==> src/hw/mem_pkg.sv <==
package mem_pkg;

    ////////////////////////////////////////
    // Sizes
    ////////////////////////////////////////

    localparam int XLEN      = 32;
    localparam int BYTE_W    = 8;
    localparam int STRB_W    = XLEN / BYTE_W;
    localparam int OFFSET_W  = $clog2(STRB_W);
    localparam int RAM_WORDS = 256;
    localparam int RAM_AW    = $clog2(RAM_WORDS);

    // Load and store width codes in funct3.
    localparam logic [2:0] F3_B  = 3'b000;
    localparam logic [2:0] F3_H  = 3'b001;
    localparam logic [2:0] F3_W  = 3'b010;
    localparam logic [2:0] F3_BU = 3'b100;
    localparam logic [2:0] F3_HU = 3'b101;

    ////////////////////////////////////////
    // Encodings
    ////////////////////////////////////////

    // Major opcodes seen by the memory stage.
    typedef enum logic [6:0] {
        OP_LOAD  = 7'b0000011,
        OP_STORE = 7'b0100011
    } opcode_e;

    typedef enum logic [3:0] {
        ACC_NONE = 4'd0,
        ACC_LB   = 4'd1,
        ACC_LH   = 4'd2,
        ACC_LW   = 4'd3,
        ACC_LBU  = 4'd4,
        ACC_LHU  = 4'd5,
        ACC_SB   = 4'd6,
        ACC_SH   = 4'd7,
        ACC_SW   = 4'd8
    } access_e;

    ////////////////////////////////////////
    // Lane bundles
    ////////////////////////////////////////

    // Write data already moved to its byte lanes.
    typedef struct packed {
        logic [XLEN-1:0]   data;
        logic [STRB_W-1:0] strb;
    } store_lane_t;

    // What the load path needs to pick and extend a lane.
    typedef struct packed {
        access_e             access;
        logic [OFFSET_W-1:0] offset;
    } load_ctrl_t;

endpackage

==> src/hw/load_lane_extend.sv <==
module load_lane_extend (
    input  logic [mem_pkg::XLEN-1:0] rdata_raw,
    input  mem_pkg::load_ctrl_t      load_ctrl,
    output logic [mem_pkg::XLEN-1:0] rdata
);

    import mem_pkg::*;

    logic [XLEN-1:0] shifted;

    // Bring the addressed lane down to bit 0.
    assign shifted = rdata_raw >> {load_ctrl.offset, 3'b000};

    ////////////////////////////////////////
    // Extension
    ////////////////////////////////////////

    always_comb begin
        case (load_ctrl.access)
            ACC_LB: begin
                rdata = {{(XLEN - 8){shifted[7]}}, shifted[7:0]};
            end
            ACC_LH: begin
                rdata = {{(XLEN - 16){shifted[15]}}, shifted[15:0]};
            end
            ACC_LBU: begin
                rdata = {{(XLEN - 8){1'b0}}, shifted[7:0]};
            end
            ACC_LHU: begin
                rdata = {{(XLEN - 16){1'b0}}, shifted[15:0]};
            end
            ACC_LW: begin
                rdata = shifted;
            end
            // Stores and unknown kinds see the shifted word as is.
            default: begin
                rdata = shifted;
            end
        endcase
    end

endmodule

==> config.mk <==
export PLATFORM = sky130hd
export DESIGN_NAME = load_lane_extend
export DESIGN_NICKNAME = d
export VERILOG_FILES = /design/src/hw/mem_pkg.sv /design/src/hw/load_lane_extend.sv
export SDC_FILE = /design/constraint.sdc
export NUM_CORES = 1
export LEC_CHECK = 0
export BUFFER_PORTS_ARGS = -buffer_cell sky130_fd_sc_hd__buf_2
export CAP_MARGIN = 5
export CORE_MARGIN = 2
export CORE_UTILIZATION = 34
export DETAILED_ROUTE_END_ITERATION = 7
export PLACE_DENSITY = 0.72
export SKIP_LAST_GASP = 1
export SYNTH_ARGS = -nofsm -noshare
export SYNTH_HDL_FRONTEND = slang
export SYNTH_SLANG_ARGS = --single-unit
==> constraint.sdc <==
create_clock -name vclk -period 1.3
set_input_delay 0.195 -clock vclk [all_inputs]
set_output_delay 0.195 -clock vclk [all_outputs]
set_load 0.005 [all_outputs]
== After elaboration in Yosys (flattened, before gate mapping) ==
Index checks and enable logic that the tools add are counted.

* Input bits: 38
* Flip-flop bits (word level): 0

* Mux-type cells: 1
* Eq/ne operators: 4
* Shift-type cells: 1

{| class="wikitable"
|+ Operator list
! kind !! number
|-
| case mux 32 bit (4 select lines) || 1
|-
| >> shifter 32 x 5 -> 32 bit || 1
|-
| equality test 4 x 3 -> 1 bit, second input constant || 2
|-
| equality test 4 x 1 -> 1 bit, second input constant || 1
|-
| equality test 4 x 2 -> 1 bit, second input constant || 1
|}

== Longest topological paths before layout ==
* Word-level depth: 2
* Gate-level depth with buffers: 5
* Depth with buffers taken out: 3

== Worst setup path before layout ==
No wires, ideal clock.

* Path type: in2out
* From: in load_ctrl[0] (netlist name)
* To: out rdata[17] (netlist name)
* Required time: 1105 ps
* Data arrival time: 1227 ps
* Path buffers: 2
* Setup slack: -122 ps
* Stages: 5
* Cell sequence: buf_2 > mux2_2 > a21oi_4 > buf_4 > o221ai_1

* Longest elaborated chain between the ends: 2

{| class="wikitable"
|+ RTL lines
! what !! line !! source
|-
| start: declaration || load_lane_extend.sv:3 || <nowiki>input mem_pkg::load_ctrl_t load_ctrl,</nowiki>
|-
| >> shifter 32 x 5 -> 32 bit || load_lane_extend.sv:12 || <nowiki>assign shifted = rdata_raw >> {load_ctrl.offset, 3'b000};</nowiki>
|-
| case mux 32 bit (4 select lines) || load_lane_extend.sv:19 || <nowiki>case (load_ctrl.access)</nowiki>
|-
| end: declaration || load_lane_extend.sv:4 || <nowiki>output logic [mem_pkg::XLEN-1:0] rdata</nowiki>
|}

No other way between the ends.

== Worst setup path in the final report ==
* From: in load_ctrl[4] (netlist name)
* To: out rdata[19] (netlist name)

* Longest elaborated chain between the ends: 2

{| class="wikitable"
|+ RTL lines
! what !! line
|-
| equality test 4 x 3 -> 1 bit (tied with other cells) || load_lane_extend.sv:19
|-
| case mux 32 bit (4 select lines) (*) || load_lane_extend.sv:19
|}

Mark *: on every way between the ends. The rest lies on a longest branch, timed or not.

==> impl_metrics.env <==
export IMPL_status="finished, violations left"
export IMPL_violations="negative setup slack"
export IMPL_portBuffers=70
export IMPL_rsz0062_at_grt="yes"
export IMPL_synth_top_family_by_area="compound AO/OA/AOI/OAI gates"
export IMPL_drv_slew=0
export IMPL_finalCriticalPeriod_ps=1650
export IMPL_p_switching_uw=333
export IMPL_comb_power_share_pct=100.0
export IMPL_synthMuxAreaShare_pct=25.2
export IMPL_most_common_layout_cells="buf_2, buf_4, buf_6, o221ai_2, o21ai_2"
export IMPL_critical_path_class="in -> out"
export IMPL_drt_iter0_markers=71
export IMPL_grt_max_degree=19
export IMPL_die_area_um2=2780
export IMPL_required_ps=1110
export IMPL_finalPower_uw=695
export IMPL_setup_viol=27
export IMPL_hold_viol_final=0
export IMPL_yosys_top_cells_area="mux2i_1, mux2_2, o221ai_1, o2111ai_1, a211oi_1"
export IMPL_cap_violations=0
export IMPL_max_slew_margin_rel_pct=70.0
export IMPL_drtAntennaViolNets=0
export IMPL_crit_path_start_kind="input port"
export IMPL_switching_share_pct=47.9
export IMPL_crit_arrival_ps=1460
export IMPL_wl_per_cell_um=21.0
export IMPL_drc=0
export IMPL_antenna_found_initial=0
export IMPL_drive_gt1_share_pct=80.0
export IMPL_start_util_pct=36.1
export IMPL_via_count=1418
export IMPL_setup_ws_ps=-351
export IMPL_powerDensity_nw_per_um2=390
export IMPL_synth_xor_area_share_pct=1.09
export IMPL_first_pass_iters=4
export IMPL_gr_usage_all_layers_pct=32.2
export IMPL_grt_pass1_wl_mm=6.73
export IMPL_ir_drop_mv=0.328
export IMPL_syn2layout_area_growth_pct=121
export IMPL_synth_area_um2=806
export IMPL_period_share_pct=127
export IMPL_synth_avg_cell_area_um2=7.82
export IMPL_yosys_area_top_type="mux2i_1"
export IMPL_endpoint_kind="primary output"
export IMPL_synth_adder_area_share_pct=0
export IMPL_nets=240
export IMPL_num_antenna_cells=0
export IMPL_via_per_inst=6.22
export IMPL_syn_nets=141
export IMPL_final_common_cell="buf_2"
export IMPL_ys_warn_count=0
export IMPL_gp_congestion=0.741
export IMPL_p_clk_share_pct=0
export IMPL_p_int_uw=362
export IMPL_synthSimpleGateAreaFrac_pct=13.4
export IMPL_fill_cells=130
export IMPL_syn_inst=103
export IMPL_tns_ps=-6200
export IMPL_core_region_area_um2=2230
export IMPL_first_global_vias=1405
export IMPL_hpwlAfterDp_mm=2.67
export IMPL_p_seq_share_pct=0
export IMPL_yosysUniqueCellTypes=27
export IMPL_critPathMaxFanout=6
export IMPL_grt_overflow_total=0
export IMPL_synth_compound_area_share_pct=48.9
export IMPL_n_clock_buffer=0
export IMPL_num_rows=17
export IMPL_synth_top_cell_area_share_pct=11.2
export IMPL_ios=70
export IMPL_power_leakage_nw=0.840
export IMPL_fmax_mhz=606
export IMPL_regArea_um2=0
export IMPL_worst_pin_slew_ps=448
export IMPL_die_height_um=52.7
export IMPL_hold_class="in -> out"
export IMPL_die_x_um=52.7
export IMPL_nFlopsAndLatches=0
export IMPL_wl_mm=4.79
export IMPL_ys_seq_area_share_pct=0
cell type report:
type               instances  area (um2)  share of cell area, %
repair buffers           108         777                   43.6
multi-input cells         91         962                   54.0
well taps                 28        35.0                   1.96
inverters                  1        8.76                  0.491
worst paths after layout:
check	start	to	slack (ps)	depth (start not counted)
hold / removal	rdata_raw[29]	rdata[29]	770	4
setup / recovery	load_ctrl[4]	rdata[19]	-350	5
synth_stat cells, types with 3 or more instances:
library cell / count
o21ai_0: 8
mux2i_1: 9
buf_2: 5
o2111ai_1: 7
a211oi_1: 7
o211ai_1: 7
mux2_2: 8
nor2b_1: 8
buf_4: 3
a22oi_1: 6
nor2_1: 3
o221ai_1: 9
buf_6: 3
a21oi_1: 7
metal layers:
| layer | wire, um | vias up | track usage [%] |
|---|---|---|---|
| met2 | 2420 | 89 | 58.8 |
| met4 | 159 | 0 | 9.40 |
| met1 | 1890 | 682 | 40.2 |
| met3 | 327 | 14 | 1.43 |
| met5 | 0 | - | 0 |
| li1 | - | 633 | - |
through the flow:
stage	area [um2]	cells	hold WS [ps]	util, %	setup WS, ps
floorplan	943	103	514	-	-83.7
global placement	1480	222	751	66.1	-324
detailed placement	1480	222	757	66.1	-354
CTS	1730	229	762	77.5	-312
global route	1780	228	807	79.8	-372
finish	1780	228	771	79.8	-351
worst max-delay path, stage by stage:
cell and delay [ps]:
buf_6 90, or4b_4 600, buf_4 210, o221ai_2 200, buf_2 160
power by group through the flow:
stage	logic [mW]	registers, mW	clock network [mW]
global placement	0.522	0	0
detailed placement	0.538	0	0
floorplan	0.283	0	0
CTS	0.632	0	0
finish	0.695	0	0
global route	0.728	0	0
logic make-up (layout without fill, tap and decap cells):
| kind of cell | Yosys count | in the layout |
|---|---|---|
| AO/OA/AOI/OAI | 53 | 53 |
| buffers and inverters | 14 | 109 |
| XOR/XNOR | 1 | 1 |
| AND/OR/NAND/NOR | 17 | 19 |
| multiplexers | 18 | 18 |
what timing repair did:
item / in CTS / in global routing
pin swaps: 10 / 2
gates resized for setup: 33 / 20
setup buffers: 3 / 0
hold buffers: 0 / 0
cloned: 4 / 0
endpoints found under the setup margin: 29 / 30
(Power assumes the default switching activity.)
