### src/hw/mem_pkg.sv
package mem_pkg;

    ////////////////////////////////////////
    // Sizes
    ////////////////////////////////////////

    localparam int XLEN      = 32;
    localparam int BYTE_W    = 8;
    localparam int STRB_W    = XLEN / BYTE_W;
    localparam int OFFSET_W  = $clog2(STRB_W);
    localparam int RAM_WORDS = 256;
    localparam int RAM_AW    = $clog2(RAM_WORDS);

    // Load and store width codes in funct3.
    localparam logic [2:0] F3_B  = 3'b000;
    localparam logic [2:0] F3_H  = 3'b001;
    localparam logic [2:0] F3_W  = 3'b010;
    localparam logic [2:0] F3_BU = 3'b100;
    localparam logic [2:0] F3_HU = 3'b101;

    ////////////////////////////////////////
    // Encodings
    ////////////////////////////////////////

    // Major opcodes seen by the memory stage.
    typedef enum logic [6:0] {
        OP_LOAD  = 7'b0000011,
        OP_STORE = 7'b0100011
    } opcode_e;

    typedef enum logic [3:0] {
        ACC_NONE = 4'd0,
        ACC_LB   = 4'd1,
        ACC_LH   = 4'd2,
        ACC_LW   = 4'd3,
        ACC_LBU  = 4'd4,
        ACC_LHU  = 4'd5,
        ACC_SB   = 4'd6,
        ACC_SH   = 4'd7,
        ACC_SW   = 4'd8
    } access_e;

    ////////////////////////////////////////
    // Lane bundles
    ////////////////////////////////////////

    // Write data already moved to its byte lanes.
    typedef struct packed {
        logic [XLEN-1:0]   data;
        logic [STRB_W-1:0] strb;
    } store_lane_t;

    // What the load path needs to pick and extend a lane.
    typedef struct packed {
        access_e             access;
        logic [OFFSET_W-1:0] offset;
    } load_ctrl_t;

endpackage

### src/hw/mem_access_decode.sv
module mem_access_decode (
    input  logic [31:0]               inst,
    input  logic [mem_pkg::XLEN-1:0]  raddr,
    output mem_pkg::access_e          access,
    output mem_pkg::load_ctrl_t       load_ctrl
);

    import mem_pkg::*;

    opcode_e    opcode;
    logic [2:0] funct3;

    assign opcode = opcode_e'(inst[6:0]);
    assign funct3 = inst[14:12];

    ////////////////////////////////////////
    // Access kind
    ////////////////////////////////////////

    always_comb begin
        access = ACC_NONE;
        case (opcode)
            OP_LOAD: begin
                case (funct3)
                    F3_B: begin
                        access = ACC_LB;
                    end
                    F3_H: begin
                        access = ACC_LH;
                    end
                    F3_W: begin
                        access = ACC_LW;
                    end
                    F3_BU: begin
                        access = ACC_LBU;
                    end
                    F3_HU: begin
                        access = ACC_LHU;
                    end
                    default: begin
                        access = ACC_NONE;
                    end
                endcase
            end
            OP_STORE: begin
                case (funct3)
                    F3_B: begin
                        access = ACC_SB;
                    end
                    F3_H: begin
                        access = ACC_SH;
                    end
                    F3_W: begin
                        access = ACC_SW;
                    end
                    default: begin
                        access = ACC_NONE;
                    end
                endcase
            end
            default: begin
                access = ACC_NONE;
            end
        endcase
    end

    // Only the byte offset of the read address matters to the load path.
    assign load_ctrl.access = access;
    assign load_ctrl.offset = raddr[OFFSET_W-1:0];

endmodule

### config.mk
export PLATFORM = sky130hd
export DESIGN_NAME = mem_access_decode
export DESIGN_NICKNAME = d
export VERILOG_FILES = /design/src/hw/mem_pkg.sv /design/src/hw/mem_access_decode.sv
export SDC_FILE = /design/constraint.sdc
export NUM_CORES = 1
export LEC_CHECK = 0
export CORE_AREA = 3 3 40 42
export DETAILED_ROUTE_END_ITERATION = 10
export DIE_AREA = 0 0 43 45
export DONT_BUFFER_PORTS = 1
export PLACE_DENSITY = 0.31
export SETUP_SLACK_MARGIN = 0.1
export SYNTH_ARGS = -nofsm -noshare
export SYNTH_HDL_FRONTEND = slang
export SYNTH_SLANG_ARGS = --single-unit
### constraint.sdc
create_clock -name vclk -period 1.8
set_input_delay 0.27 -clock vclk [all_inputs]
set_output_delay 0.27 -clock vclk [all_outputs]
set_load 0.02 [all_outputs]
# Word-level counts from Yosys, hierarchy flattened
# Cells that the tools add are included.
dict set report classes {
  eq_ne 6
  mux 3
  n_reduce_logical 1
}
# operator count
set ops {}
lappend ops {{$pmux 3 s5} 1}
lappend ops {{$pmux 4 s3} 1}
lappend ops {{$pmux 4 s2} 1}
lappend ops {{$eq 7x2->1 const B} 1}
lappend ops {{$eq 7x6->1 const B} 1}
lappend ops {{$eq 3x3->1 const B} 2}
lappend ops {{$eq 3x1->1 const B} 1}
lappend ops {{$eq 3x2->1 const B} 1}
lappend ops {{$logic_not 3->1} 1}
dict set report word_totals {
  ff_bits 0
  inputBits 64
  out_inout_bits 10
  wordCells 10
}

# Longest topological paths before layout
# Gate-level depths: netlist (run 1).
dict set report logic_depth {
  depth_word 3
  depth_mapped 4
  depth_no_buf 3
}

# Worst setup path after synthesis (run 1)
# No wires, ideal clock.
dict set report synth_timing {
  path_type {input -> output}
  startpoint {input port inst[4]}
  endpoint {output port load_ctrl[3] (netlist name)}
  arrival_time_ns 1.487
  required_time_ns 1.530
  slack_ns 0.043
  cell_stages 4
  path_buffers 1
  path_cell_list {nor4_2 -> nand3_2 -> nor3_1 -> buf_4}
}
dict set report synth_via {
  elab_chain_len 2
  word_cells_on_any_way 3
}
# item line
set synth_rtl {}
lappend synth_rtl {{start: declaration} mem_access_decode.sv:2} ;# input logic [31:0] inst,
lappend synth_rtl {{$eq 7x6->1 / $eq 7x2->1 (equally long branches)} mem_access_decode.sv:22} ;# case (opcode)
lappend synth_rtl {{$pmux 4 s2 *} mem_access_decode.sv:22}
lappend synth_rtl {{end: declaration} mem_access_decode.sv:5} ;# output mem_pkg::load_ctrl_t load_ctrl
# Mark *: on every way between the ends. The rest lies on a longest branch, timed or not.

# Worst setup path in the final report (run 1)
dict set report layout_timing {
  startpoint {input port inst[4]}
  endpoint {output port access[2]}
}
dict set report layout_via {
  elab_chain_len 2
  word_cells_on_any_way 3
}
# item line
set layout_rtl {}
lappend layout_rtl {{$eq 7x6->1 / $eq 7x2->1 (equally long branches)} mem_access_decode.sv:22}
lappend layout_rtl {{$pmux 4 s2 *} mem_access_decode.sv:22}
lappend layout_rtl {{end: declaration} mem_access_decode.sv:4} ;# output mem_pkg::access_e access,
# Marks and branches as above.

==> impl_results.md, run 1 <==
* Unique masters post-synth at 9
* # port buffers at 0
* F_max at 732.7 MHz
* Hold Crit Start: raddr[0]
* Worst Path Required at 1.53 ns
* Xor/xnor share of the synthesized area at 11.86%
* Routed vias at 128
* TNS Setup at 0 ns
* Area of the multi-input gates at 102.6 um2
* Critical path's top delay family: simple AND/OR/NAND/NOR gates
* GRT overflow at 0
* Post-CTS setup buffer count at 0
* Avg WL per Cell at 11.24 um
* Startpoint types: input port
* Worst-path fanout max at 4
* N_diodes at 0
* CP max stage cell: nor4_2
* Register area at 0 um2
* Hold Crit Class: in2out
* Seq/Total Area, Yosys at 0%
* Post-Route WL at 371 um
* Core ar. at 0.001285 mm2
* Number of setup violations in the final report at 0
* Sequential cell count at 0
* RSZ-0062 raised after global routing: no
* Vias in the first global route at 119
* Clock buffer cells at 0
* Worst slew pin tran at 0.2376 ns
* Total nets after synthesis at 84
* Fin crit share at 75.82%
* Cells after Synth at 20
* Height of the die at 45 um
* Area grow syn2layout at 2.542%
* CTS Hold Bufs at 0
* CP Data Arrival Time at 1.09 ns
* Worst path cell trace: nor4_2 -> nand3_2 -> nor3_1 -> buf_4
* Cell Pwr Density at 78.48 mW/mm2
* Fillers at 155
* Post-CTS sizing at 0
* Combinational family with the most area after synthesis: simple AND/OR/NAND/NOR gates
* Site Rows at 13
* Initial antenna violation count at 0
* First-pass GRT wire length at 558 um
* Layout cells sized above 1 at 33.33%
* Mux contribution to synthesized area at 0%
* DRC Markers at 0
* Largest net degree at the start of global routing at 7
* Final hold vios at 0
* Total Power at 0.00001188 W
* DR iter-0 viols at 0
* CP peak stage delay at 0.28 ns
* Slew Viols, Final at 0
* Mapped Avg Cell Area at 7.382 um2
* Type of the worst setup path: in2out
* Crit. End Element: output port
* Crit path buffers/inverters at 1
* GP Congestion at 0.6257
* First-pass DRT Iterations at 1
* Die W at 43 um
* Synth Area in Simple Gates at 57.63%
* Worst rel slew slack at 84.03%
* Post-synthesis compound-gate area fraction at 0%
* P_leak at 0.04469 nW
* Peak VDD IR at 0.01129 mV
* Adder-Cell Fraction of Synth Area at 0%
* DR vias/cell at 3.879
* Final min period at 1.365 ns
* Final ANT Viol Nets at 0
* GRT Overall Usage at 3.566%
* Die area at 0.001935 mm2
* YS warnings at 0
* Worst setup path startpoint: inst[4]
* Num ports at 74
* Status: finished, final reports clean
* Max-cap viol count at 0
* Nets at 84
* Initial core utilization at 11.49%
* Mapped Area at 147.6 um2
-- per-stage QoR --
stage          utilization (%)  cells  area (um2)  setup slack, ns  hold slack, ns
2_1_floorplan                -     20       147.6          0.04313          0.6364
3_3_place_gp             11.78     33       151.4           0.4515          0.5401
3_5_place_dp             11.78     33       151.4           0.4185          0.5401
4_1_cts                  11.78     33       151.4           0.4228          0.5401
5_1_grt                  11.78     33       151.4           0.3835          0.5401
6_report                 11.78     33       151.4           0.4352          0.5400
-- cell type report --
cell class	count	area share [%]
repair buffers	4	19.83
multi-input cells	14	67.77
well taps	15	12.40
-- cell families after synthesis --
logic type | count (synthesis)
simple gates | 12
xor+xnor | 2
buf+inv | 6
-- placed cells by master, fill, tap and decap left out, drive strengths merged --
cell type	instances
xnor2	1
xor2	1
nor2	3
nor4bb	2
nand4bb	1
buf	4
nand3	1
nor3	4
nor4	1
-- cells in the mapped netlist (all sizes together) --
library cell / n / area (um2)
nor2: 3 / 11.26
xnor2: 1 / 8.760
buf: 6 / 45.04
nor4bb: 2 / 20.02
nor4: 1 / 12.51
xor2: 1 / 8.760
nand3: 1 / 10.01
nor3: 4 / 20.02
nand4bb: 1 / 11.26
-- final timing paths --
check | endpoint | cells past startpoint
min | load_ctrl[0] | 0
max | access[2] | 4
-- routing by layer --
layer / share of wire [%] / wire (um) / GRT usage, %
met1: 29 / 108 / 4.048
met5: 0 / 0 / 0
met3: 29 / 106 / 2.390
met4: 0 / 0 / 0
met2: 42 / 155 / 5.988
-- report_power, final --
group,internal [W],switching [W]
sequential,0,0
combinational,0.00000771,0.00000417
clock,0,0
(Power assumes the default switching activity.)
==> run 2, diff against run 1 <==
Settings changed: ABC_AREA set to 1, PLACE_DENSITY 0.31 to 0.36.
Clock period 1.8 ns to 1.1 ns, I/O delays scaled along.
==> run 2 against run 1 <==
Cell count rose by 64%. Sequential share of layout area unchanged. Utilization is 7.1 points higher. Via count up 59%. Flip-flop and latch count stayed put. Non-clock buffer count is 1 lower. Critical endpoint is now load_ctrl[5].
==> impl_results.md, run 2 <==
* GRT Overall Usage at 4.312%
* Fin cells at 54
* Peak VDD IR at 0.02574 mV
* Area grow syn2layout at 25.16%
* GRT overflow at 0
* CTS Hold Bufs at 0
* Worst Path Required at 0.94 ns
* Final min period at 0.9243 ns
* Unique masters post-synth at 6
* Sequential cell count at 0
* Routed vias at 204
* Most Used Layer, Global Route: met2
* Initial antenna violation count at 0
* Hold path depth at 0
* Layout cells sized above 1 at 30.77%
* Core ar. at 0.001285 mm2
* Commonest non-fill, non-tap cell in the layout: nand2_1
* RSZ-0062 raised after global routing: yes
* Nets at 105
* Logic pwr share at 100.0%
* Cell Pwr Density at 129.1 mW/mm2
* Status: finished, final reports clean
* Dpl hpwl at 424.9 um
* Max-cap viol count at 0
* Site Rows at 13
* Met3 usage at 1.992%
* Cell count after placement at 54
* GP Congestion at 0.6326
* Most common cell in the netlist: nand2_1
* Die area at 0.001935 mm2
* Num ports at 74
* Height of the die at 45 um
* P_leak at 0.1235 nW
* Synth top area share at 34.84%
* Hold_ws at 0.3300 ns
* Worst slew pin tran at 0.2298 ns
* Initial core utilization at 15.09%
* Die W at 43 um
* Met2 Use GR at 8.683%
* Largest net degree at the start of global routing at 5
* Hold endpoint: load_ctrl[0]
* Fin crit share at 84.03%
* Crit. End Element: output port
* Top post-synthesis cells by count: 18 x nand2_1, 6 x buf_4, 6 x inv_1, 5 x nor2_1, 4 x nor2_2
* CP max stage cell: buf_12
* Clock buffer cells at 0
* Fillers at 149
* Top cells by area, synth: nand2_1 35%, buf_4 23%, nor2_2 13%, inv_1 12%, nor2_1 9.7%
* Hold Crit Start: raddr[0]
* DR vias/cell at 3.778
* Type of the worst setup path: in2out
* Final hold vios at 0
* Register area at 0 um2
* Post-Route WL at 443 um
* Startpoint types: input port
* Seq/Total Area, Yosys at 0%
* Avg WL per Cell at 8.204 um
* DRC Markers at 0
* Pint at 0.00001152 W
* First-pass GRT wire length at 690 um
* First-pass DRT Iterations at 1
* DR iter-0 viols at 0
* Routing usage on met1 at 4.048%
* Part of the power in the clock network at 0%
* Mapped Area at 193.9 um2
* Dominant cell type by area after synthesis: nand2_1
* CP Data Arrival Time at 0.76 ns
* Worst rel slew slack at 84.63%
* Net switching power at 0.00001982 W
* F_max at 1082 MHz
* YS warnings at 0
* Most frequent cells in the layout: 15 x nand2_1, 6 x inv_1, 5 x nor2_2
* Worst-path fanout max at 3
* Hold Crit Class: in2out
* Total nets after synthesis at 106
* Cells after Synth at 42
* TNS Setup at 0 ns
* Mapped Avg Cell Area at 4.618 um2
* Vias in the first global route at 176
* Number of setup violations in the final report at 0
* Final core area utilization at 18.89%
* Worst path cell trace: inv_1 -> nand2_1 -> nor2_2 -> nand2_1 -> nor2_2 -> buf_12
* CP peak stage delay at 0.14 ns
* Switching share of power at 63.23%
* Sequential power share at 0%
* N_diodes at 0
* Slew Viols, Final at 0
* Post-CTS setup buffer count at 0
* # port buffers at 0
* Final ANT Viol Nets at 0
==> run 2: cell types whose count changed in the layout (fill, tap and decap cells not counted), moves of 3 or more <==
cell     delta
buf_12      +3
nand2_2     +3
nor2_2      +5
inv_1       +6
buf_4       -4
nor3_1      -4
nand2_1    +15
==> run 2: worst max path at each step <==
stage	slack (ns)	end	start	cells after the start
2_1_floorplan	0.09	load_ctrl[5]	inst[4]	6
3_3_place_gp	0.16	access[2]	inst[4]	6
3_5_place_dp	0.16	access[2]	inst[4]	6
4_1_cts	0.16	access[2]	inst[4]	6
5_1_grt	0.1	access[3]	inst[4]	6
6_report	0.18	load_ctrl[5]	inst[4]	6
==> run 2: logic make-up (layout without fill, tap and decap cells) <==
family,after synthesis,after routing,synth area share (%)
and+or+nand+nor,30,30,65.16
buffers and inverters,12,9,34.84
==> run 2: area by class of cell <==
cell class	instances	area, um2	share of cell area [%]
inverters	6	22.52	9.278
multi-input cells	30	141.4	58.25
well taps	15	18.77	7.732
repair buffers	3	60.06	24.74
==> run 2: per-stage QoR <==
| step | power (W) | setup WS (ns) | area (um2) |
|---|---|---|---|
| after detailed placement | 0.00003081 | 0.1603 | 232.7 |
| final | 0.00003134 | 0.1757 | 242.7 |
| after floorplan | 0.00003739 | 0.08533 | 198.9 |
| after CTS | 0.00003082 | 0.1612 | 232.7 |
| after global placement | 0.00003027 | 0.1599 | 232.7 |
| after global routing | 0.00003711 | 0.09716 | 242.7 |
==> run 2: power groups by stage <==
stage	logic (W)	clock network [W]	registers (W)
CTS	0.0000308	0	0
detailed placement	0.0000308	0	0
global route	0.0000371	0	0
floorplan	0.0000374	0	0
global placement	0.0000303	0	0
finish	0.0000313	0	0
==> run 2: worst max-delay path, delay by kind of cell <==
kind	cells	cell delay [ns]
buffers and inverters	2	0.19
and+or+nand+nor	4	0.40
==> run 2: repair_timing <==
item,in CTS,in global routing
endpoints found under the setup margin,0,4
hold endpoints to repair,0,0
resized for setup,0,3
==> run 2: layer usage <==
layer,share of wire (%),vias to the layer above,wire length (um)
li1,-,111,-
met1,32,85,142
met2,52,6,232
met3,15,2,65
met4,0.45,0,2
met5,0,-,0
