**src/hw/mem_pkg.sv**
```systemverilog
package mem_pkg;

    ////////////////////////////////////////
    // Sizes
    ////////////////////////////////////////

    localparam int XLEN      = 32;
    localparam int BYTE_W    = 8;
    localparam int STRB_W    = XLEN / BYTE_W;
    localparam int OFFSET_W  = $clog2(STRB_W);
    localparam int RAM_WORDS = 256;
    localparam int RAM_AW    = $clog2(RAM_WORDS);

    // Load and store width codes in funct3.
    localparam logic [2:0] F3_B  = 3'b000;
    localparam logic [2:0] F3_H  = 3'b001;
    localparam logic [2:0] F3_W  = 3'b010;
    localparam logic [2:0] F3_BU = 3'b100;
    localparam logic [2:0] F3_HU = 3'b101;

    ////////////////////////////////////////
    // Encodings
    ////////////////////////////////////////

    // Major opcodes seen by the memory stage.
    typedef enum logic [6:0] {
        OP_LOAD  = 7'b0000011,
        OP_STORE = 7'b0100011
    } opcode_e;

    typedef enum logic [3:0] {
        ACC_NONE = 4'd0,
        ACC_LB   = 4'd1,
        ACC_LH   = 4'd2,
        ACC_LW   = 4'd3,
        ACC_LBU  = 4'd4,
        ACC_LHU  = 4'd5,
        ACC_SB   = 4'd6,
        ACC_SH   = 4'd7,
        ACC_SW   = 4'd8
    } access_e;

    ////////////////////////////////////////
    // Lane bundles
    ////////////////////////////////////////

    // Write data already moved to its byte lanes.
    typedef struct packed {
        logic [XLEN-1:0]   data;
        logic [STRB_W-1:0] strb;
    } store_lane_t;

    // What the load path needs to pick and extend a lane.
    typedef struct packed {
        access_e             access;
        logic [OFFSET_W-1:0] offset;
    } load_ctrl_t;

endpackage

```
**src/hw/store_lane_align.sv**
```systemverilog
module store_lane_align (
    input  logic [mem_pkg::XLEN-1:0] waddr,
    input  logic [mem_pkg::XLEN-1:0] wdata,
    input  mem_pkg::access_e         access,
    output mem_pkg::store_lane_t     store_lane
);

    import mem_pkg::*;

    logic [OFFSET_W-1:0] offset;
    logic [STRB_W-1:0]   strb_base;

    assign offset = waddr[OFFSET_W-1:0];

    ////////////////////////////////////////
    // Strobe
    ////////////////////////////////////////

    // Unshifted strobe for the access width.
    always_comb begin
        case (access)
            ACC_SB: begin
                strb_base = 4'b0001;
            end
            ACC_SH: begin
                strb_base = 4'b0011;
            end
            ACC_SW: begin
                strb_base = 4'b1111;
            end
            default: begin
                strb_base = '0;
            end
        endcase
    end

    // Lanes pushed past the top of the word fall off.
    assign store_lane.strb = strb_base << offset;

    ////////////////////////////////////////
    // Data
    ////////////////////////////////////////

    assign store_lane.data = wdata << {offset, 3'b000};

endmodule

```
**config.mk**
```make
export PLATFORM = sky130hd
export DESIGN_NAME = store_lane_align
export DESIGN_NICKNAME = d
export VERILOG_FILES = /design/src/hw/mem_pkg.sv /design/src/hw/store_lane_align.sv
export SDC_FILE = /design/constraint.sdc
export NUM_CORES = 1
export LEC_CHECK = 0
export BUFFER_PORTS_ARGS = -buffer_cell sky130_fd_sc_hd__buf_2
export CAP_MARGIN = 25
export CORE_MARGIN = 2
export CORE_UTILIZATION = 30
export DETAILED_ROUTE_END_ITERATION = 10
export PLACE_DENSITY = 0.89
export SLEW_MARGIN = 20
export SYNTH_ARGS = -nofsm -noshare
export SYNTH_HDL_FRONTEND = slang
export SYNTH_SLANG_ARGS = --single-unit
```
**constraint.sdc**
```tcl
create_clock -name vclk -period 4.36
set_clock_uncertainty 0.1 [all_clocks]
set_input_delay 0.872 -clock vclk [all_inputs]
set_output_delay 0.872 -clock vclk [all_outputs]
set_load 0.02 [all_outputs]
```
* Word-level counts from Yosys, hierarchy flattened
Cells that the tools add are included.
** Cells by class
- Equality and inequality tests :: 3
- Shift-type cells :: 2
- Multiplexer cells :: 1
** Operator list (number)
- $shl 32x5->32 :: 1
- $pmux 4 s3 :: 1
- $eq 4x3->1 const B :: 2
- $eq 4x4->1 const B :: 1
- $shl 4x2->4 :: 1
** Storage, ports and cells
- Output and inout port bits :: 36
- Flip-flop bits (word level) :: 0

* Longest topological paths before layout
Gate-level depths: netlist of run 1.
- Depth in word-level cells :: 3
- Gate-level depth with buffers :: 4
- Depth with buffers taken out :: 3

* Least setup slack after synthesis of run 1
No wires, ideal clock.
- Path kind :: input to output
- Start point :: input access[1]
- End point :: output store_lane[0] (netlist name)
- Setup slack :: 1.374 ns
- Required time :: 3.388 ns
- Data arrival time :: 2.014 ns
- Stages on the path :: 3
- Cell sequence :: or4b_4 o21a_1 nor3_1
** RTL lines
- from (decl) :: RTL line store_lane_align.sv:4 : input mem_pkg::access_e access,
- to (decl) :: RTL line store_lane_align.sv:5 : output mem_pkg::store_lane_t store_lane

==> metrics.md, run 1 <==
| Metric | Value |
|---|---|
| Status | `completed` |
| Vias in the first global route | `758` |
| Post-Syn Nets | `161` |
| Pwr Density | `124.8 nW/um2` |
| Peak supply drop | `82.78 uV` |
| Setup TNS Final | `0 ns` |
| Post-synth top area share | `between 20% and 30%` |
| CP required | `3.39 ns` |
| Vias | `approximately 930` |
| Die Y | `between 40 and 50 um` |
| Largest area contributor in the netlist | `mux2i_1` |
| CTS-repair resized insts | `0` |
| Die area | `2312 um2` |
| Layout Cells excl Fill | `between 150 and 200` |
| Placed insts | `184` |
| Pin count of the biggest net entering global routing | `41` |
| Crit-path cells | `buf_2, nor2_1, or3_1, a21oi_1, buf_2` |
| Crit-path most repeated cell | `buf_2` |
| Final worst path period share | `between 70% and 80%` |
| Top cell types by occurrence after synthesis | `mux2i_1, a21oi_1, nor2_1` |
| CP Max Fanout | `39` |
| DR pass1 iterations | `5` |
| WL/cell | `11.03 um` |
| Max Fclk | `just over 300 MHz` |
| GRT overflow | `0` |
| Tmin final | `3.205 ns` |
| DR vias/cell | `5.060` |
| Residual DRC count | `0` |
| Count leader, synth | `mux2i_1` |
| Global-route wire length before repair | `2842 um` |
| Synthesized instance count | `93` |
| Initial antenna violation count | `0` |
| Avg Inst Size Synth | `between 6 and 7 um2` |
| Kind of critical path | `in -> out` |
| Antenna diode count | `0` |
| # rows | `15` |
| Crit end category | `output pin` |
| FILL cells | `around 170` |
| CP Buf/Inv Count | `2` |
| FF+latch count | `0` |
| Post-synthesis sequential area ratio | `0%` |
| Layout Nets | `229` |
| Worst Max-Slew Pin Slew | `0.7181 ns` |
| HPWL after detailed placement | `1643 um` |
| Clock buf count | `0` |
| Slew Limit Headroom | `52.13%` |
| Multi-input logic area | `543.0 um2` |
| Worst path arrival time | `roughly 2.2 ns` |
| Synth top area cells | `mux2i_1, a211oi_1, a21oi_1` |
| Slowest stage delay, CP | `0.53 ns` |
| I/O Pins | `about 100` |
| Syn-to-layout area delta | `62.66%` |
| CP delay by family, top | `buffers and inverters` |
| Mapped Area | `583.1 um2` |
| RePlAce Congestion | `0.6996` |
| RSZ-0062 raised after global routing | `no` |
| GR Util All Layers | `16.29%` |
| Final hold vios | `0` |
| Initial core utilization | `32.70%` |
| Routed WL | `slightly above 2000 um` |
| Post-CTS Setup Bufs | `0` |
| Buffers on Ports | `74` |
| Final setup viols | `0` |
| Storage cell area | `0 um2` |
| MaxCap Viol Count | `0` |
| Layout cells sized above 1 | `between 40% and 50%` |
| Worst min path class | `in -> out` |
| Startpoint types | `input port` |
| P_leak | `approximately 0.00054 uW` |
| Yosys cell types | `18` |
| Core Region | `1783 um2` |
| Antenna viol nets, final | `0` |
| Slew Limit Fails | `0` |
| Slowest-stage cell, CP | `buf_2` |
| Yosys Warn Count | `0` |
| CTS Hold Bufs | `0` |
| Die W | `48.09 um` |
| Initial DRC Count | `8` |
-- stage by stage --
stage          util [%]  cell area [um2]  setup WS, ns  total power (uW)  hold slack (ns)
6_report          53.19            948.4         1.155             118.4            1.995
4_1_cts           53.19            948.4         1.156             119.4            1.998
5_1_grt           53.19            948.4         1.028             129.5            2.018
3_3_place_gp      53.19            948.4         1.245             115.0            1.989
3_5_place_dp      53.19            948.4         1.161             119.0            1.998
2_1_floorplan         -            583.1         1.374             73.30            1.827
-- where the power goes --
part / switching (uW) / internal [uW] / total [uW]
registers: 0 / 0 / 0
logic: 71.9 / 46.5 / 118
clock network: 0 / 0 / 0
-- cells in the final DEF, fill, tap and decap left out --
master / netlist / layout
or3_1: 1 / 1
nor2_1: 10 / 10
inv_1: 1 / 1
mux2i_1: 16 / 16
o21a_1: 1 / 1
nor2b_1: 8 / 8
buf_2: 5 / 74
nand2_1: 9 / 9
a211oi_1: 8 / 8
o21ai_0: 8 / 8
nor3_1: 1 / 1
and2b_1: 1 / 1
a21oi_1: 10 / 10
a221oi_2: 1 / 1
or4b_4: 1 / 1
o22ai_1: 1 / 1
and2_1: 8 / 8
-- logic make-up (layout without fill, tap and decap cells) --
group	after synthesis	after routing	share of synthesized area (%)
muxes	16	16	27.47
AOI/OAI and AO/OA	29	29	30.69
buffers and inverters	9	75	6.866
and+or+nand+nor	39	39	34.98
-- final cells by class --
cell class         count  share of cell area, %
inverters              1                 0.3958
multi-input cells     84                  57.26
well taps             25                  3.298
repair buffers        74                  39.05
-- path summary, 6_finish.rpt --
kind                 start            end  slack [ns]  depth (start not counted)
setup / recovery  waddr[0]  store_lane[1]        1.15                          5
hold / removal    wdata[4]  store_lane[8]        1.99                          3
-- per-layer routing --
metal  track usage, %  vias to the layer above  routed length, um
met5                0                        -                  0
met4                0                        0                  0
met3           0.7547                        0                148
met2            37.33                       46               1086
met1            16.04                      417                796
li1                 -                      468                  -
Power figures use the tool's default switching activity.
==> run 2, diff against run 1 <==
--- a/config.mk
+++ b/config.mk
@@ -8,9 +8,9 @@
 export BUFFER_PORTS_ARGS = -buffer_cell sky130_fd_sc_hd__buf_2
 export CAP_MARGIN = 25
 export CORE_MARGIN = 2
-export CORE_UTILIZATION = 30
+export CORE_UTILIZATION = 28
 export DETAILED_ROUTE_END_ITERATION = 10
-export PLACE_DENSITY = 0.89
+export PLACE_DENSITY = 0.84
 export SLEW_MARGIN = 20
 export SYNTH_ARGS = -nofsm -noshare
 export SYNTH_HDL_FRONTEND = slang
==> constraint.sdc (replaced) <==
create_clock -name vclk -period 3.3
set_clock_uncertainty 0.1 [all_clocks]
set_input_delay 0.66 -clock vclk [all_inputs]
set_output_delay 0.66 -clock vclk [all_outputs]
set_load 0.02 [all_outputs]
==> run 2 against run 1 <==
  * Die area is 6.5% higher
  * Wire length is 5.1% lower
  * Clock-buffer cell count stayed put
  * Critical endpoint is now store_lane[35]
  * Highest routed layer unchanged
==> metrics.md, run 2 (same netlist as run 1, synthesis figures left out) <==
| Metric | Value |
|---|---|
| Vias in the first global route | `733 (was 758)` |
| DR pass1 iterations | `3 (was 5)` |
| Met2 wire len | `958 um (was 1086 um)` |
| Commonest non-fill, non-tap cell in the layout | `buf_2 (unchanged)` |
| Startpoint types | `input port (unchanged)` |
| Clock buf count | `0 (unchanged)` |
| Max Fclk | `about 370 MHz` |
| CP required | `2.54 ns (was 3.39 ns)` |
| Multi-input logic area | `543.0 um2 (unchanged)` |
| RePlAce Congestion | `0.6836 (was 0.6996)` |
| Residual DRC count | `0 (unchanged)` |
| Layout cells sized above 1 | `48.45% (was 47.80%)` |
| Layout Nets | `231 (was 229)` |
| Worst hold start | `wdata[0] (was wdata[4])` |
| Pin count of the biggest net entering global routing | `32 (was 41)` |
| Die area | `2463 um2 (was 2312 um2)` |
| DR vias/cell | `4.707 (was 5.060)` |
| Setup WS post-layout | `0.6033 ns (was 1.155 ns)` |
| Die Y | `49.63 um (was 48.09 um)` |
| Initial DRC Count | `1 (was 8)` |
| P_leak | `0.0005534 uW (was 0.0005438 uW)` |
| # rows | `16 (was 15)` |
| Peak supply drop | `89.94 uV (was 82.78 uV)` |
| WL met3 | `112 um (was 148 um)` |
| CP Max Fanout | `31 (was 39)` |
| Buffers on Ports | `74 (unchanged)` |
| Worst path arrival time | `1.94 ns (was 2.23 ns)` |
| Global-route wire length before repair | `3015 um (was 2842 um)` |
| Initial antenna violation count | `0 (unchanged)` |
| Commonest cells after routing, fill and taps aside | `buf_2, mux2i_1, a21oi_1, nor2_1, nand2_1 (unchanged)` |
| GR Util All Layers | `14.27% (was 16.29%)` |
| Status | `completed (unchanged)` |
| WL met1 | `855 um (was 796 um)` |
| Routed WL | `1926 um (was 2030 um)` |
| CTS Hold Bufs | `0 (unchanged)` |
| Worst hold endpoint | `store_lane[4] (was store_lane[8])` |
| Hold Path Stages | `3 (unchanged)` |
| I/O Pins | `104 (unchanged)` |
| Worst Max-Slew Pin Slew | `0.5663 ns (was 0.7181 ns)` |
| Kind of critical path | `in -> out (unchanged)` |
| Top routing layer in use | `met3 (unchanged)` |
| Antenna diode count | `0 (unchanged)` |
| GRT overflow | `0 (unchanged)` |
| Core Region | `1962 um2 (was 1783 um2)` |
| Post-CTS Setup Bufs | `0 (unchanged)` |
| Slew Limit Headroom | `62.24% (was 52.13%)` |
| Total power | `156.6 uW (was 118.4 uW)` |
| Storage cell area | `0 um2 (unchanged)` |
| WL/cell | `10.24 um (was 11.03 um)` |
| Crit end category | `output pin (unchanged)` |
| MaxCap Viol Count | `0 (unchanged)` |
| Final setup viols | `0 (unchanged)` |
| Vias | `885 (was 931)` |
| Slew Limit Fails | `0 (unchanged)` |
| CTS-repair resized insts | `0 (unchanged)` |
| Place WS | `0.6115 ns (was 1.161 ns)` |
| HPWL after detailed placement | `1528 um (was 1643 um)` |
| Pwr Density | `162.1 nW/um2 (was 124.8 nW/um2)` |
| FF+latch count | `0 (unchanged)` |
| Tmin final | `around 2.7 ns` |
| Final worst path period share | `about four fifths` |
| Syn-to-layout area delta | `65.67% (was 62.66%)` |
| Antenna viol nets, final | `0 (unchanged)` |
| Setup TNS Final | `0 ns (unchanged)` |
| Final design utilization | `49.23% (was 53.19%)` |
| FILL cells | `224 (was 173)` |
| RSZ-0062 raised after global routing | `no (unchanged)` |
| Die W | `49.63 um (was 48.09 um)` |
| Initial core utilization | `29.72% (was 32.70%)` |
| Final hold vios | `0 (unchanged)` |
| Worst min path class | `in -> out (unchanged)` |
## run 2: through the flow
step,std cells,hold slack [ns],instance area [um2]
after detailed placement,188,1.574,965.9
after CTS,188,1.577,965.9
final,188,1.573,965.9
after global routing,188,1.598,965.9
after floorplan,93,1.403,583.1
after global placement,188,1.567,965.9
## run 2: layout make-up
class                           instances  area share [%]
Inverter                                1          0.3886
Multi-Input combinational cell         84           56.22
Tap cell                               27           3.497
Timing Repair Buffer                   76           39.90
## run 2: how the worst max path moves through the flow
| stage | end | cells past startpoint | startpoint |
|---|---|---|---|
| floorplan | store_lane[0] | 3 | access[1] |
| global placement | store_lane[27] | 5 | waddr[1] |
| detailed placement | store_lane[35] | 6 | waddr[1] |
| CTS | store_lane[35] | 6 | waddr[1] |
| global route | store_lane[23] | 5 | waddr[1] |
| finish | store_lane[35] | 6 | waddr[1] |
## run 2: power by group
part | switching [uW] | total (uW) | internal [uW]
combinational | 93.7 | 157 | 62.9
sequential | 0 | 0 | 0
clock | 0 | 0 | 0
total | 93.7 | 157 | 62.9
## run 2: critical path, cell delays in order
cell,delay (ns)
buf_2,0.45
buf_4,0.28
nor2b_1,0.06
a211oi_1,0.23
a21oi_1,0.06
buf_2,0.18
## run 2: layer usage
metal / GRT usage, % / vias up
li1: - / 469
met4: 0 / 0
met2: 28.67 / 37
met1: 17.40 / 379
met5: 0 / -
met3: 0.6061 / 0
==> run 3, diff against run 2 <==
==> constraint.sdc (replaced) <==
create_clock -name vclk -period 2.6
set_clock_uncertainty 0.1 [all_clocks]
set_input_delay 0.52 -clock vclk [all_inputs]
set_output_delay 0.52 -clock vclk [all_outputs]
set_load 0.02 [all_outputs]
==> run 3 against run 2 <==
  * Flip-flop and latch count unchanged
  * Combinational power increased by 28%
  * Sequential share of layout area unchanged
  * Critical endpoint is now store_lane[2]
  * Cell area increased by 1.6%
  * Critical path depth decreased by 1
  * Wire length decreased by 1.0%
  * Largest power group unchanged
  * Die area unchanged
  * Via count increased by 3.4%
  * Highest routed layer unchanged
  * Core utilization increased by 0.77 points
  * Final cell count increased by 1.1%
==> metrics.md, run 3 (same netlist as run 1, synthesis figures left out) <==
| Metric | Value |
|---|---|
| Final Instance Area | `980.9 um2 (was 965.9 um2)` |
| I/O Pins | `104 (unchanged)` |
| Setup TNS Final | `0 ns (unchanged)` |
| Slew Limit Fails | `0 (unchanged)` |
| Layout cells sized above 1 | `49.08% (was 48.45%)` |
| Peak supply drop | `122.0 uV (was 89.94 uV)` |
| CP required | `1.98 ns (was 2.54 ns)` |
| Max Fclk | `~430 MHz` |
| CTS Hold Bufs | `0 (unchanged)` |
| Startpoint types | `input port (unchanged)` |
| Worst path arrival time | `1.68 ns (was 1.94 ns)` |
| FILL cells | `213 (was 224)` |
| CP Capture Point | `store_lane[2] (was store_lane[35])` |
| Kind of critical path | `in -> out (unchanged)` |
| Antenna diode count | `0 (unchanged)` |
| Clock buf count | `0 (unchanged)` |
| Vias | `915 (was 885)` |
| Pwr Density | `204.7 nW/um2 (was 162.1 nW/um2)` |
| Final worst path period share | `roughly nine tenths` |
| Die W | `49.63 um (unchanged)` |
| Commonest cells after routing, fill and taps aside | `buf_2, mux2i_1, a21oi_1, nor2_1, nand2_1 (unchanged)` |
| Layout Nets | `233 (was 231)` |
| Worst Max-Slew Pin Slew | `0.5026 ns (was 0.5663 ns)` |
| Pin count of the biggest net entering global routing | `21 (was 32)` |
| WHS | `1.292 ns (was 1.573 ns)` |
| Worst min path class | `in -> out (unchanged)` |
| Initial antenna violation count | `0 (unchanged)` |
| Vias in the first global route | `789 (was 733)` |
| Post-CTS Setup Bufs | `0 (unchanged)` |
| WL/cell | `10.03 um (was 10.24 um)` |
| Die Y | `49.63 um (unchanged)` |
| Total power | `200.8 uW (was 156.6 uW)` |
| Status | `completed (unchanged)` |
| Buffers on Ports | `74 (unchanged)` |
| Routed WL | `1906 um (was 1926 um)` |
| Syn-to-layout area delta | `68.24% (was 65.67%)` |
| Tmin final | `2.303 ns` |
| DR vias/cell | `4.816 (was 4.707)` |
| P_leak | `0.0005630 uW (was 0.0005534 uW)` |
| Core Region | `1962 um2 (unchanged)` |
| GR Util All Layers | `14.46% (was 14.27%)` |
| CP startpoint | `access[1] (was waddr[1])` |
| # rows | `16 (unchanged)` |
| CTS-repair resized insts | `0 (unchanged)` |
| Storage cell area | `0 um2 (unchanged)` |
| GRT overflow | `0 (unchanged)` |
| Final hold vios | `0 (unchanged)` |
| Global-route wire length before repair | `3084 um (was 3015 um)` |
| Crit end category | `output pin (unchanged)` |
| MaxCap Viol Count | `0 (unchanged)` |
| Die area | `2463 um2 (unchanged)` |
| Initial core utilization | `29.72% (unchanged)` |
| HPWL after detailed placement | `1609 um (was 1528 um)` |
| Slew Limit Headroom | `66.37% (was 62.24%)` |
| DR pass1 iterations | `4 (was 3)` |
| CP Max Fanout | `4 (was 31)` |
| RePlAce Congestion | `0.6899 (was 0.6836)` |
| FF+latch count | `0 (unchanged)` |
| Residual DRC count | `0 (unchanged)` |
| DP Area | `980.9 um2 (was 965.9 um2)` |
| Commonest non-fill, non-tap cell in the layout | `buf_2 (unchanged)` |
| Final setup viols | `0 (unchanged)` |
| Antenna viol nets, final | `0 (unchanged)` |
| Initial DRC Count | `7 (was 1)` |
| Multi-input logic area | `543.0 um2 (unchanged)` |
| RSZ-0062 raised after global routing | `no (unchanged)` |
-- run 3: changes by cell type in the layout (fill, tap and decap cells not counted), sizes merged --
cell  delta
buf      +2
-- run 3: layout make-up --
class	instances	share of cell area (%)
inverter	1	0.3827
multi-input combinational	84	55.36
tap	27	3.444
timing repair buffer	78	40.82
-- run 3: worst min-delay path by stage --
| stage | start | end | slack [ns] | cells after the start |
|---|---|---|---|---|
| after global placement | wdata[1] | store_lane[5] | 1.29 | 3 |
| after global routing | wdata[6] | store_lane[10] | 1.31 | 3 |
| after floorplan | wdata[6] | store_lane[10] | 1.12 | 1 |
| after detailed placement | wdata[2] | store_lane[6] | 1.29 | 3 |
| final | wdata[9] | store_lane[21] | 1.29 | 4 |
| after CTS | wdata[6] | store_lane[10] | 1.29 | 3 |
-- run 3: layer usage --
metal / up-vias / track usage, % / routed length [um]
met5: - / 0 / 0
met4: 0 / 0 / 0
met3: 0 / 0.9091 / 131
met2: 39 / 29.56 / 970
met1: 401 / 17.03 / 804
li1: 475 / - / -
-- run 3: where the power goes --
group / leakage, uW / internal, uW / switching [uW]
clock: 0 / 0 / 0
combinational: 0.000563 / 81.9 / 119
sequential: 0 / 0 / 0
total: 0.000563 / 81.9 / 119
-- run 3: worst max-delay path, cell delays in order --
cell and delay (ns):
buf_2 0.11, or4b_4 0.56, o21a_1 0.14, a221oi_2 0.16, buf_2 0.20
-- run 3: stage by stage --
step / setup slack, ns / instances / utilization [%]
after floorplan: 0.3178 / 93 / -
after global placement: 0.2987 / 190 / 50.00
after detailed placement: 0.2929 / 190 / 50.00
after CTS: 0.2926 / 190 / 50.00
after global routing: 0.2640 / 190 / 50.00
final: 0.2971 / 190 / 50.00
